===== src/dmem_macros.svh =====
/*
 Sizes of the scratch-pad data memory
 Bank count must equal 2**DMEM_BANK_SEL_W, bank depth is 2**DMEM_WORD_AW words
 Burst length is held in DMEM_WORD_AW+1 bits, so one burst covers at most one bank
*/
`ifndef DMEM_MACROS_SVH
`define DMEM_MACROS_SVH

// Word width in bits
`define DMEM_DATA_W 32

// Word-address bits inside one bank (64 words)
`define DMEM_WORD_AW 6

// Banks and bank-select bits
`define DMEM_NUM_BANKS 2
`define DMEM_BANK_SEL_W 1

// Client lanes per direction
`define DMEM_NUM_LANES 2

`endif


===== src/dmem_pkg.sv =====
/*
 Shared types of the scratch-pad data memory
 A global address is the bank-select field above an in-bank word address
 Length counts words, 1 up to one full bank; zero is not a legal length
*/
`include "dmem_macros.svh"

package dmem_pkg;

	typedef logic [`DMEM_DATA_W-1:0]		data_t;			// One memory word
	typedef logic [`DMEM_WORD_AW-1:0]		word_addr_t;	// Address inside a bank
	typedef logic [`DMEM_BANK_SEL_W-1:0]	bank_sel_t;		// Bank-select field
	typedef logic [`DMEM_WORD_AW:0]			length_t;		// Burst word count, 1..64

	typedef struct packed {
		bank_sel_t	bank;		// Upper bits pick the bank
		word_addr_t	word;		// Word inside that bank
	} addr_t;

	typedef struct packed {
		word_addr_t	base;		// First word
		word_addr_t	stride;		// Step between words, wraps in bank
		length_t	length;		// Words in the burst
	} access_desc_t;

	typedef struct packed {
		logic			req;	// One-cycle request pulse
		bank_sel_t		bank;	// Target bank
		access_desc_t	desc;
	} lane_req_t;

	typedef logic [`DMEM_NUM_LANES-1:0]	lane_onehot_t;	// One bit per lane

endpackage


===== src/load_merge.sv =====
/*
 Returns grants, done pulses and load data from the banks to the lanes
 A lane is served by at most one bank per direction at a time
 Load data follows the load grant of the previous cycle
*/
`include "dmem_macros.svh"

module load_merge
	import dmem_pkg::*;
(
	input						clock,
	input						reset,
	input	lane_onehot_t		st_grant_bank [`DMEM_NUM_BANKS],
	input	lane_onehot_t		ld_grant_bank [`DMEM_NUM_BANKS],
	input	logic [`DMEM_NUM_BANKS-1:0]	st_done_bank,
	input	logic [`DMEM_NUM_BANKS-1:0]	ld_done_bank,
	input	logic [`DMEM_NUM_BANKS-1:0]	ld_data_valid_bank,
	input	data_t				ld_data_bank [`DMEM_NUM_BANKS],
	output	lane_onehot_t		st_grant,
	output	lane_onehot_t		ld_grant,
	output	lane_onehot_t		st_done,
	output	lane_onehot_t		ld_done,
	output	lane_onehot_t		ld_data_valid,
	output	data_t				ld_data [`DMEM_NUM_LANES]
);

	lane_onehot_t				ld_grant_q [`DMEM_NUM_BANKS];	// Aligned with read data

	always_ff @( posedge clock ) begin
		for ( int b = 0; b < `DMEM_NUM_BANKS; b++ ) begin
			ld_grant_q[b]	<= reset ? '0 : ld_grant_bank[b];
		end
	end

	always_comb begin
		st_grant		= '0;
		ld_grant		= '0;
		st_done			= '0;
		ld_done			= '0;
		ld_data_valid	= '0;
		for ( int l = 0; l < `DMEM_NUM_LANES; l++ ) begin
			ld_data[l]	= '0;
		end
		for ( int b = 0; b < `DMEM_NUM_BANKS; b++ ) begin
			st_grant		|= st_grant_bank[b];
			ld_grant		|= ld_grant_bank[b];
			st_done			|= st_grant_bank[b] & {`DMEM_NUM_LANES{st_done_bank[b]}};
			ld_done			|= ld_grant_bank[b] & {`DMEM_NUM_LANES{ld_done_bank[b]}};
			ld_data_valid	|= ld_grant_q[b] & {`DMEM_NUM_LANES{ld_data_valid_bank[b]}};
			for ( int l = 0; l < `DMEM_NUM_LANES; l++ ) begin
				if ( ld_grant_q[b][l] & ld_data_valid_bank[b] ) begin
					ld_data[l]	= ld_data_bank[b];
				end
			end
		end
	end

endmodule


===== config.mk =====
export PLATFORM = sky130hd
export DESIGN_NAME = load_merge
export DESIGN_NICKNAME = d
export VERILOG_FILES = /design/src/dmem_pkg.sv /design/src/load_merge.sv
export VERILOG_INCLUDE_DIRS = /design/src /design/src/src
export SDC_FILE = /design/constraint.sdc
export NUM_CORES = 1
export LEC_CHECK = 0
export BUFFER_PORTS_ARGS = -buffer_cell sky130_fd_sc_hd__buf_2
export CAP_MARGIN = 10
export CORE_ASPECT_RATIO = 1.5
export CORE_UTILIZATION = 30
export DETAILED_ROUTE_END_ITERATION = 8
export GPL_ROUTABILITY_DRIVEN = 0
export PLACE_DENSITY = 0.72
export SLEW_MARGIN = 30
export SYNTH_ARGS = -nofsm -noshare
export SYNTH_HDL_FRONTEND = slang
export SYNTH_SLANG_ARGS = --single-unit

===== constraint.sdc =====
create_clock -name clock -period 1.3 [get_ports clock]
set_input_delay 0 -clock clock [delete_from_list [all_inputs] [get_ports clock]]
set_output_delay 0 -clock clock [all_outputs]
set_load 0.1 [all_outputs]

==> results of run 1 <==
## placed cells by master, fill, tap and decap left out, types with 2 or more instances in the layout
cell type and count:
nand3_1 128, buf_2 87, buf_12 76, o21ai_4 42
o21ai_2 22, buf_4 8, a22o_1 4, or2_2 4
nor2b_1 4, buf_6 4, and2_4 3, clkbuf_8 3
a21o_2 2, dfxtp_4 2
## metal layers
metal | global-route usage, % | vias up | routed length [um]
li1 | - | 1214 | -
met1 | 31.08 | 1282 | 2709
met2 | 56.55 | 136 | 4784
met3 | 4.116 | 16 | 482
met4 | 9.313 | 0 | 165
met5 | 0 | - | 0
## metrics by stage
| step | std cells | worst slack [ns] |
|---|---|---|
| 3_3_place_gp | 427 | 0.08534 |
| 3_5_place_dp | 427 | 0.07312 |
| 6_report | 441 | -0.02048 |
| 5_1_grt | 441 | -0.03918 |
| 4_1_cts | 436 | -0.003928 |
| 2_1_floorplan | 248 | -0.2521 |
## cell type report
class	count	area, um2	share of cell area, %
repair buffers	177	2105	53.41
clock buffers	3	41.29	1.048
flip-flops and latches	4	88.84	2.255
well taps	48	60.06	1.524
multi-input cells	209	1645	41.76
## worst max-delay path, stage by stage, from the launching register on
cell and delay [ns]:
dfxtp_2 0.35, buf_6 0.18, nand3_1 0.16, o21ai_4 0.22, buf_12 0.19
## power groups by stage
stage | registers [mW] | clock network [mW] | logic, mW
4_1_cts | 0.137 | 0.259 | 2.00
6_report | 0.139 | 0.259 | 2.06
3_3_place_gp | 0.135 | 0 | 1.94
3_5_place_dp | 0.135 | 0 | 1.96
5_1_grt | 0.140 | 0.267 | 2.11
2_1_floorplan | 0.133 | 0 | 1.28
## worst max-delay path by stage
stage / to / slack [ns] / start
after floorplan: ld_data[10] / -0.25 / ld_grant_q[0][3]$_SDFF_PP0_
after global placement: ld_data_valid[1] / 0.09 / ld_grant_q[0][3]$_SDFF_PP0_
after detailed placement: ld_data_valid[1] / 0.07 / ld_grant_q[0][3]$_SDFF_PP0_
after CTS: ld_data[38] / -0.004 / ld_grant_q[0][0]$_SDFF_PP0_
after global routing: ld_data[18] / -0.04 / ld_grant_q[0][3]$_SDFF_PP0_
final: ld_data[59] / -0.02 / ld_grant_q[0][0]$_SDFF_PP0_
## kinds of logic after synthesis
| group | after synthesis |
|---|---|
| and+or+nand+nor | 138 |
| DFF | 4 |
| buffers and inverters | 36 |
| AOI/OAI and AO/OA | 70 |
## what timing repair did
action | CTS | global route
resized for setup | 8 | 22
setup endpoints to repair | 42 | 56
hold buffers | 1 | 0
pin swaps | 1 | 12
endpoints found under the hold margin | 4 | 0
gates cloned | 2 | 2
buffers inserted | 3 | 3
==> flow_summary.json, run 1 <==
{
  "hold_path_end": "ld_grant_q[0][3]$_SDFF_PP0_",
  "clkPwrFrac_pct": 10.6,
  "ys_seq_elements": 4,
  "die_y_um": 85.41,
  "rsz0062_at_grt": "yes",
  "clockRootBuffer": "clkbuf_8",
  "drive_above_1_share_pct": 64.89,
  "antenna_found_initial": 0,
  "end_kind": "output port",
  "drcViolationCount": 8,
  "power.leakage_nw": 1.570,
  "muxShareOfSynthArea_pct": 0,
  "min_from": "ld_grant_bank[1]",
  "ir_drop_uv": 834.4,
  "grt_pass1_vias": 2435,
  "syn_area_um2": 1391,
  "hpwl_um": 5515,
  "initialDrtViolationCount": 184,
  "critPathMaxFanout": 16,
  "total_power_mw": 2.455,
  "cp.arrival_ns": 1.32,
  "worst_slack_ns": -0.02048,
  "yosysTopAreaCell": "nand3_1",
  "wire_per_inst_um": 18.46,
  "ys_types": 13,
  "synth_top_family_by_area": "simple AND/OR/NAND/NOR gates",
  "via_per_inst": 6.005,
  "diodes": 0,
  "cts_max_path_buffers": 2,
  "ant_nets": 0,
  "synth-xor-area-share_pct": 0,
  "cts_tree": "yes",
  "min_period_ns": 1.320,
  "synth_area_leaders": "nand3_1, o21ai_1, buf_2, o21ai_0, dfxtp_1",
  "ctsHtreeMaxLevel": 1,
  "drv_slew": 0,
  "grt_max_degree": 41,
  "port_buffers": 153,
  "ys_warn_count": 0,
  "ys_seq_area_share_pct": 5.755,
  "num_vias": 2648,
  "firstDrtPassIters": 7,
  "final_cell_area_um2": 3940,
  "cts_buffers": 3,
  "num_io_pins": 154,
  "p_per_area_nw_per_um2": 623.0,
  "critPathRequiredTime_ns": 1.30,
  "avgSynthCellArea_um2": 5.610,
  "async_reset_ff_share_pct": 0,
  "worst_slew_pin_slew_ns": 0.4881,
  "die_area_um2": 4920,
  "synthAdderAreaFrac_pct": 0,
  "nets": 475,
  "hold_slack_ns": 0.03547,
  "fmax_ghz": 0.7573,
  "reg_top3": "ld_grant_q x4",
  "violations": "DRC, setup timing",
  "netlist.area_leader.share_pct": 46.04,
  "crit_type": "flop to output port",
  "finalCritPeriodShare_pct": 101.6,
  "core_area_um2": 4504,
  "hold_viol_final": 0,
  "synth_common_cells": "nand3_1, o21ai_1, buf_2",
  "grt_pass1_wl_um": 11540,
  "initial_core_util_pct": 30.89,
  "yosysMostFrequentCell": "nand3_1",
  "synth_ff_type": "dfxtp_1",
  "setup_tns_ns": -0.04629,
  "row_count": 30,
  "intPower_mw": 1.029,
  "dpl-instance-area_um2": 3613,
  "drv_cap": 0,
  "combPwrFrac_pct": 83.8,
  "relSlewSlack_pct": 67.68,
  "synth_edf_count": 0,
  "hold_path.class": "input port to flop",
  "track_usage_pct": 29.15,
  "synth_compound_area_share_pct": 26.62,
  "syn_to_final_growth_pct": 183.2,
  "switchingPower_mw": 1.426,
  "min_delay_path_depth": 2,
  "seqPwrFrac_pct": 5.7,
  "path_clk_slew_ns": 0.03,
  "top_register": "ld_grant_q",
  "finalSetupViolations": 3,
  "synth-simple-area-share_pct": 50.90,
  "sw_frac_of_total_pct": 58.08,
  "synthesis.nets": 328,
  "die_w_um": 57.61,
  "status": "finished with violations",
  "nFillCells": 233,
  "crit_path_start_kind": "flop",
  "cts_sinks": 4,
  "final_util_pct": 87.47,
  "synthCells": 248,
  "grt-ovfl-total": 0,
  "largest_reg_flops": 4,
  "routed_wl_um": 8142
}
(Power assumes the default switching activity.)
==> run 2: changes to the inputs <==
--- a/config.mk
+++ b/config.mk
@@ -13,6 +13,7 @@
 export DETAILED_ROUTE_END_ITERATION = 8
 export GPL_ROUTABILITY_DRIVEN = 0
 export PLACE_DENSITY = 0.72
+export SKIP_CTS_REPAIR_TIMING = 1
 export SLEW_MARGIN = 30
 export SYNTH_ARGS = -nofsm -noshare
 export SYNTH_HDL_FRONTEND = slang
==> flow_summary.json, run 2 (synthesized netlist as in run 1, its figures left out) <==
{
  "status": "finished with violations",
  "violations": "DRC, setup timing",
  "placed_cells": 427,
  "crit_type": "flop to output port",
  "dpl-instance-area_um2": 3613,
  "drv_cap": 0,
  "grt_use_met1_pct": 28.15,
  "min_period_ns": 1.351,
  "fin_cells": 443,
  "fmax_ghz": 0.7402,
  "relSlewSlack_pct": 67.65,
  "hold_viol_final": 0,
  "cts_max_path_buffers": 2,
  "drv_slew": 0,
  "worst_slack_ns": -0.05095,
  "initialDrtViolationCount": 263,
  "grt_pass1_wl_um": 10850,
  "grt.met3_usage_pct": 3.811,
  "nets": 477,
  "top_register": "ld_grant_q",
  "path_clk_slew_ns": 0.03,
  "clockRootBuffer": "clkbuf_8",
  "num_vias": 2835,
  "setup_tns_ns": -0.2857,
  "die_w_um": 57.61,
  "cp.arrival_ns": 1.35,
  "diodes": 0,
  "crit_path_start_kind": "flop",
  "grt-ovfl-total": 0,
  "rsz0062_at_grt": "yes",
  "multi_input_area_um2": 1712,
  "finalSetupViolations": 25,
  "firstDrtPassIters": 8,
  "cts_sinks": 4,
  "critPathRequiredTime_ns": 1.30,
  "ir_drop_uv": 818.2,
  "die_area_um2": 4920,
  "p_per_area_nw_per_um2": 615.8,
  "cts_buffers": 3,
  "hold_path.class": "input port to flop",
  "worst_slew_pin_slew_ns": 0.4885,
  "nFillCells": 205,
  "grt-busiest-layer": "met2",
  "cts_tree": "yes",
  "hpwl_um": 5515,
  "core_area_um2": 4504,
  "wire_per_inst_um": 20.80,
  "grt_max_degree": 41,
  "drive_above_1_share_pct": 66.08,
  "final_common_cell": "nand3_1",
  "reg_top3": "ld_grant_q x4",
  "crit_end": "ld_data[57]",
  "drcViolationCount": 7,
  "via_per_inst": 6.400,
  "final_util_pct": 90.19,
  "ctsHtreeMaxLevel": 1,
  "largest_reg_flops": 4,
  "ant_nets": 0,
  "track_usage_pct": 26.99,
  "die_y_um": 85.41,
  "regArea_um2": 90.09,
  "final_cell_area_um2": 4063,
  "critPathMaxFanout": 16,
  "antenna_found_initial": 0,
  "power.leakage_nw": 1.601,
  "grtUsageMet2_pct": 53.81,
  "end_kind": "output port",
  "initial_core_util_pct": 30.89,
  "setup.worst_path.start": "ld_grant_q[0][0]$_SDFF_PP0_",
  "routed_wl_um": 9214,
  "finalCritPeriodShare_pct": 103.9,
  "grt_pass1_vias": 2374,
  "row_count": 30,
  "mostFrequentLayoutCells": "nand3_1, buf_2, buf_12",
  "port_buffers": 153,
  "syn_to_final_growth_pct": 192.0,
  "num_io_pins": 154
}
## run 2: changes by cell type in the layout (fill, tap and decap cells not counted), moves of 3 or more
| cell | previous run | this run |
|---|---|---|
| o21ai_2 | 22 | 16 |
| buf_4 | 8 | 4 |
| nand3_1 | 128 | 125 |
| o21ai_4 | 42 | 48 |
| clkbuf_16 | 0 | 4 |
| nand3_2 | 0 | 3 |
## run 2: metrics by stage
stage               total power, mW  hold WS (ns)  setup slack [ns]
floorplan                     1.412       0.07161           -0.2521
global placement              2.073        0.2033           0.08534
detailed placement            2.095        0.2066           0.07312
CTS                           2.355      -0.01285           -0.1516
global route                  2.560       0.04219          -0.08047
finish                        2.502       0.03708          -0.05095
## run 2: where the power goes
part           switching [mW]  internal (mW)
combinational            1.39          0.718
clock                  0.0580          0.197
sequential             0.0131          0.130
## run 2: final cells by class
class / count / area share (%)
Clock buffer: 3 / 1.016
Sequential cell: 4 / 2.217
Timing Repair Buffer: 179 / 53.16
Tap cell: 48 / 1.478
Multi-Input combinational cell: 209 / 42.13
## run 2: critical path, stage by stage (launching register included)
cell and delay, ns:
dfxtp_2 0.39, buf_8 0.18, nand3_1 0.16, o21ai_4 0.21, buf_12 0.19
## run 2: metal layers
metal | up-vias | wire length (um)
met2 | 208 | 5138
met5 | - | 0
met4 | 0 | 381
met3 | 45 | 730
li1 | 1219 | -
met1 | 1363 | 2965
## run 2: worst min-delay path by stage
| stage | start | to | cells after the start |
|---|---|---|---|
| after floorplan | reset | ld_grant_q[0][0]$_SDFF_PP0_ | 1 |
| after global placement | reset | ld_grant_q[0][1]$_SDFF_PP0_ | 2 |
| after detailed placement | reset | ld_grant_q[0][1]$_SDFF_PP0_ | 2 |
| after CTS | reset | ld_grant_q[0][1]$_SDFF_PP0_ | 2 |
| after global routing | ld_grant_bank[1] | ld_grant_q[0][3]$_SDFF_PP0_ | 2 |
| final | ld_grant_bank[3] | ld_grant_q[0][1]$_SDFF_PP0_ | 2 |
==> run 3: changes to the inputs <==
--- a/config.mk
+++ b/config.mk
@@ -9,10 +9,10 @@
 export BUFFER_PORTS_ARGS = -buffer_cell sky130_fd_sc_hd__buf_2
 export CAP_MARGIN = 10
 export CORE_ASPECT_RATIO = 1.5
-export CORE_UTILIZATION = 30
+export CORE_UTILIZATION = 38
 export DETAILED_ROUTE_END_ITERATION = 8
 export GPL_ROUTABILITY_DRIVEN = 0
-export PLACE_DENSITY = 0.72
+export PLACE_DENSITY = 0.88
 export SKIP_CTS_REPAIR_TIMING = 1
 export SLEW_MARGIN = 30
 export SYNTH_ARGS = -nofsm -noshare
==> flow_summary.json, run 3 <==
{
  "initial_core_util_pct": 40.35,
  "synthCells": 248,
  "synth_edf_count": 0,
  "ys_types": 13,
  "stop_stage": "detailed placement (3_5_place_dp)",
  "row_count": 26,
  "tool.error": "[ERROR DPL-0038] Utilization greater than 100%, impossible to legalize",
  "ys_seq_elements": 4,
  "synthesis.nets": 328,
  "async_reset_ff_share_pct": 0,
  "synth_common_cells": "nand3_1, o21ai_1, buf_2",
  "ys_seq_area_share_pct": 5.755,
  "avgSynthCellArea_um2": 5.610,
  "num_io_pins": 154,
  "yosysTopAreaCell": "nand3_1",
  "synth_area_leaders": "nand3_1, o21ai_1, buf_2, o21ai_0, dfxtp_1",
  "die_w_um": 51.41,
  "status": "aborted with a tool error",
  "syn_area_um2": 1391,
  "yosysMostFrequentCell": "nand3_1",
  "netlist.area_leader.share_pct": 46.04,
  "ys_warn_count": 0,
  "die_y_um": 76.11,
  "port_buffers": 153,
  "synth_ff_type": "dfxtp_1"
}
## run 3: cell families after synthesis
kind of cell           count (synthesis)  synth area share, %
AND/OR/NAND/NOR                      138                50.90
flip-flops                             4                5.756
buffers and inverters                 36                16.73
AO/OA/AOI/OAI                         70                26.62
## run 3: stage by stage
stage	instance area (um2)	hold slack [ns]	worst slack [ns]
3_3_place_gp	3613	0.2021	0.2062
2_1_floorplan	1908	0.07161	-0.2521
==> run 4: changes to the inputs <==
--- a/config.mk
+++ b/config.mk
@@ -8,11 +8,10 @@
 export LEC_CHECK = 0
 export BUFFER_PORTS_ARGS = -buffer_cell sky130_fd_sc_hd__buf_2
 export CAP_MARGIN = 10
-export CORE_ASPECT_RATIO = 1.5
-export CORE_UTILIZATION = 38
+export CORE_UTILIZATION = 25
 export DETAILED_ROUTE_END_ITERATION = 8
 export GPL_ROUTABILITY_DRIVEN = 0
-export PLACE_DENSITY = 0.88
+export PLACE_DENSITY_LB_ADDON = 0.15
 export SKIP_CTS_REPAIR_TIMING = 1
 export SLEW_MARGIN = 30
 export SYNTH_ARGS = -nofsm -noshare
==> flow_summary.json, run 4 (synthesized netlist as in run 1, its figures left out) <==
{
  "status": "finished with violations",
  "violations": "setup timing",
  "via_per_inst": 5.555,
  "cp.arrival_ns": 1.31,
  "cts_buffers": 3,
  "ctsHtreeMaxLevel": 1,
  "grt-ovfl-total": 0,
  "initialDrtViolationCount": 125,
  "track_usage_pct": 22.51,
  "num_vias": 2561,
  "ant_nets": 0,
  "nets": 472,
  "critPathRequiredTime_ns": 1.30,
  "row_count": 26,
  "setup.worst_path.start": "ld_grant_q[0][0]$_SDFF_PP0_",
  "mostFrequentLayoutCells": "nand3_1, buf_2, buf_12",
  "hold_slack_ns": 0.02276,
  "critPathMaxFanout": 16,
  "die_area_um2": 5868,
  "rsz0062_at_grt": "yes",
  "crit_end": "ld_data[58]",
  "cpPeakStageDelay_ns": 0.32,
  "crit_path_start_kind": "flop",
  "cts_tree": "yes",
  "final_util_pct": 76.16,
  "final_cell_area_um2": 3989,
  "final_common_cell": "nand3_1",
  "drv_slew": 0,
  "end_kind": "output port",
  "placed_cells": 449,
  "path_cells": "buf_4 -> nand3_1 -> o21ai_4 -> buf_12",
  "initial_core_util_pct": 26.56,
  "drive_above_1_share_pct": 64.36,
  "grt_max_degree": 36,
  "fmax_ghz": 0.7647,
  "top_register": "ld_grant_q",
  "min_period_ns": 1.308,
  "path_buf_inv": 2,
  "clockRootBuffer": "clkbuf_8",
  "wire_per_inst_um": 16.26,
  "worst_slack_ns": -0.007713,
  "slowest_stage": "dfxtp_1",
  "finalCritPeriodShare_pct": 100.6,
  "worst_slew_pin_slew_ns": 0.4901,
  "crit_type": "flop to output port",
  "routed_wl_um": 7497,
  "drcViolationCount": 0,
  "reg_top3": "ld_grant_q x4",
  "firstDrtPassIters": 4,
  "grt_pass1_vias": 2339,
  "ir_drop_uv": 669.4,
  "num_io_pins": 154,
  "path_depth": 4,
  "hpwl_um": 5259,
  "core_area_um2": 5238,
  "antenna_found_initial": 1,
  "cp_top_family": "buffers and inverters",
  "setup_tns_ns": -0.01944,
  "finalSetupViolations": 5,
  "die_y_um": 76.60,
  "path_clk_slew_ns": 0.03,
  "hold_path.class": "input port to flop",
  "die_w_um": 76.60,
  "power.leakage_nw": 1.556,
  "hold_viol_final": 0,
  "fin_cells": 461,
  "drv_cap": 0,
  "syn_to_final_growth_pct": 186.7,
  "p_per_area_nw_per_um2": 611.7,
  "dpl-instance-area_um2": 3654,
  "largest_reg_flops": 4,
  "relSlewSlack_pct": 67.55,
  "grt_pass1_wl_um": 11140,
  "cts_sinks": 4,
  "cts_max_path_buffers": 2,
  "port_buffers": 153
}
## run 4: worst min path at each step
stage | slack [ns] | endpoint | depth (start not counted) | from
after global placement | 0.21 | ld_grant_q[0][0]$_SDFF_PP0_ | 2 | reset
final | 0.02 | ld_grant_q[0][3]$_SDFF_PP0_ | 2 | ld_grant_bank[1]
after floorplan | 0.07 | ld_grant_q[0][0]$_SDFF_PP0_ | 1 | reset
after global routing | 0.03 | ld_grant_q[0][2]$_SDFF_PP0_ | 2 | ld_grant_bank[0]
after detailed placement | 0.21 | ld_grant_q[0][0]$_SDFF_PP0_ | 2 | reset
after CTS | -0.02 | ld_grant_q[0][3]$_SDFF_PP0_ | 2 | reset
## run 4: where the power goes
group	switching (mW)	leakage, nW	internal, mW	total (mW)
clock network	0.0606	0.0216	0.197	0.258
logic	1.35	1.50	0.698	2.04
registers	0.00931	0.0345	0.129	0.138
## run 4: layout make-up
cell class	count	area (um2)
timing repair buffer	174	2079
antenna	1	2.502
tap	70	87.58
fill	375	1249
clock buffer	3	41.29
sequential	4	87.58
multi-input combinational	209	1690
## run 4: per-layer routing
metal	GRT usage, %	wire, um	vias to the layer above
met4	6.154	55	0
met5	0	0	-
met2	40.81	4094	120
met1	26.39	2793	1231
met3	4.790	553	8
li1	-	-	1202
## run 4: per-stage QoR
stage                     total power [mW]  setup slack, ns
after floorplan                      1.412          -0.2521
after global placement               2.085          0.07152
after detailed placement             2.099          0.06261
after CTS                            2.365          -0.1679
after global routing                 2.526         -0.09175
final                                2.440        -0.007713
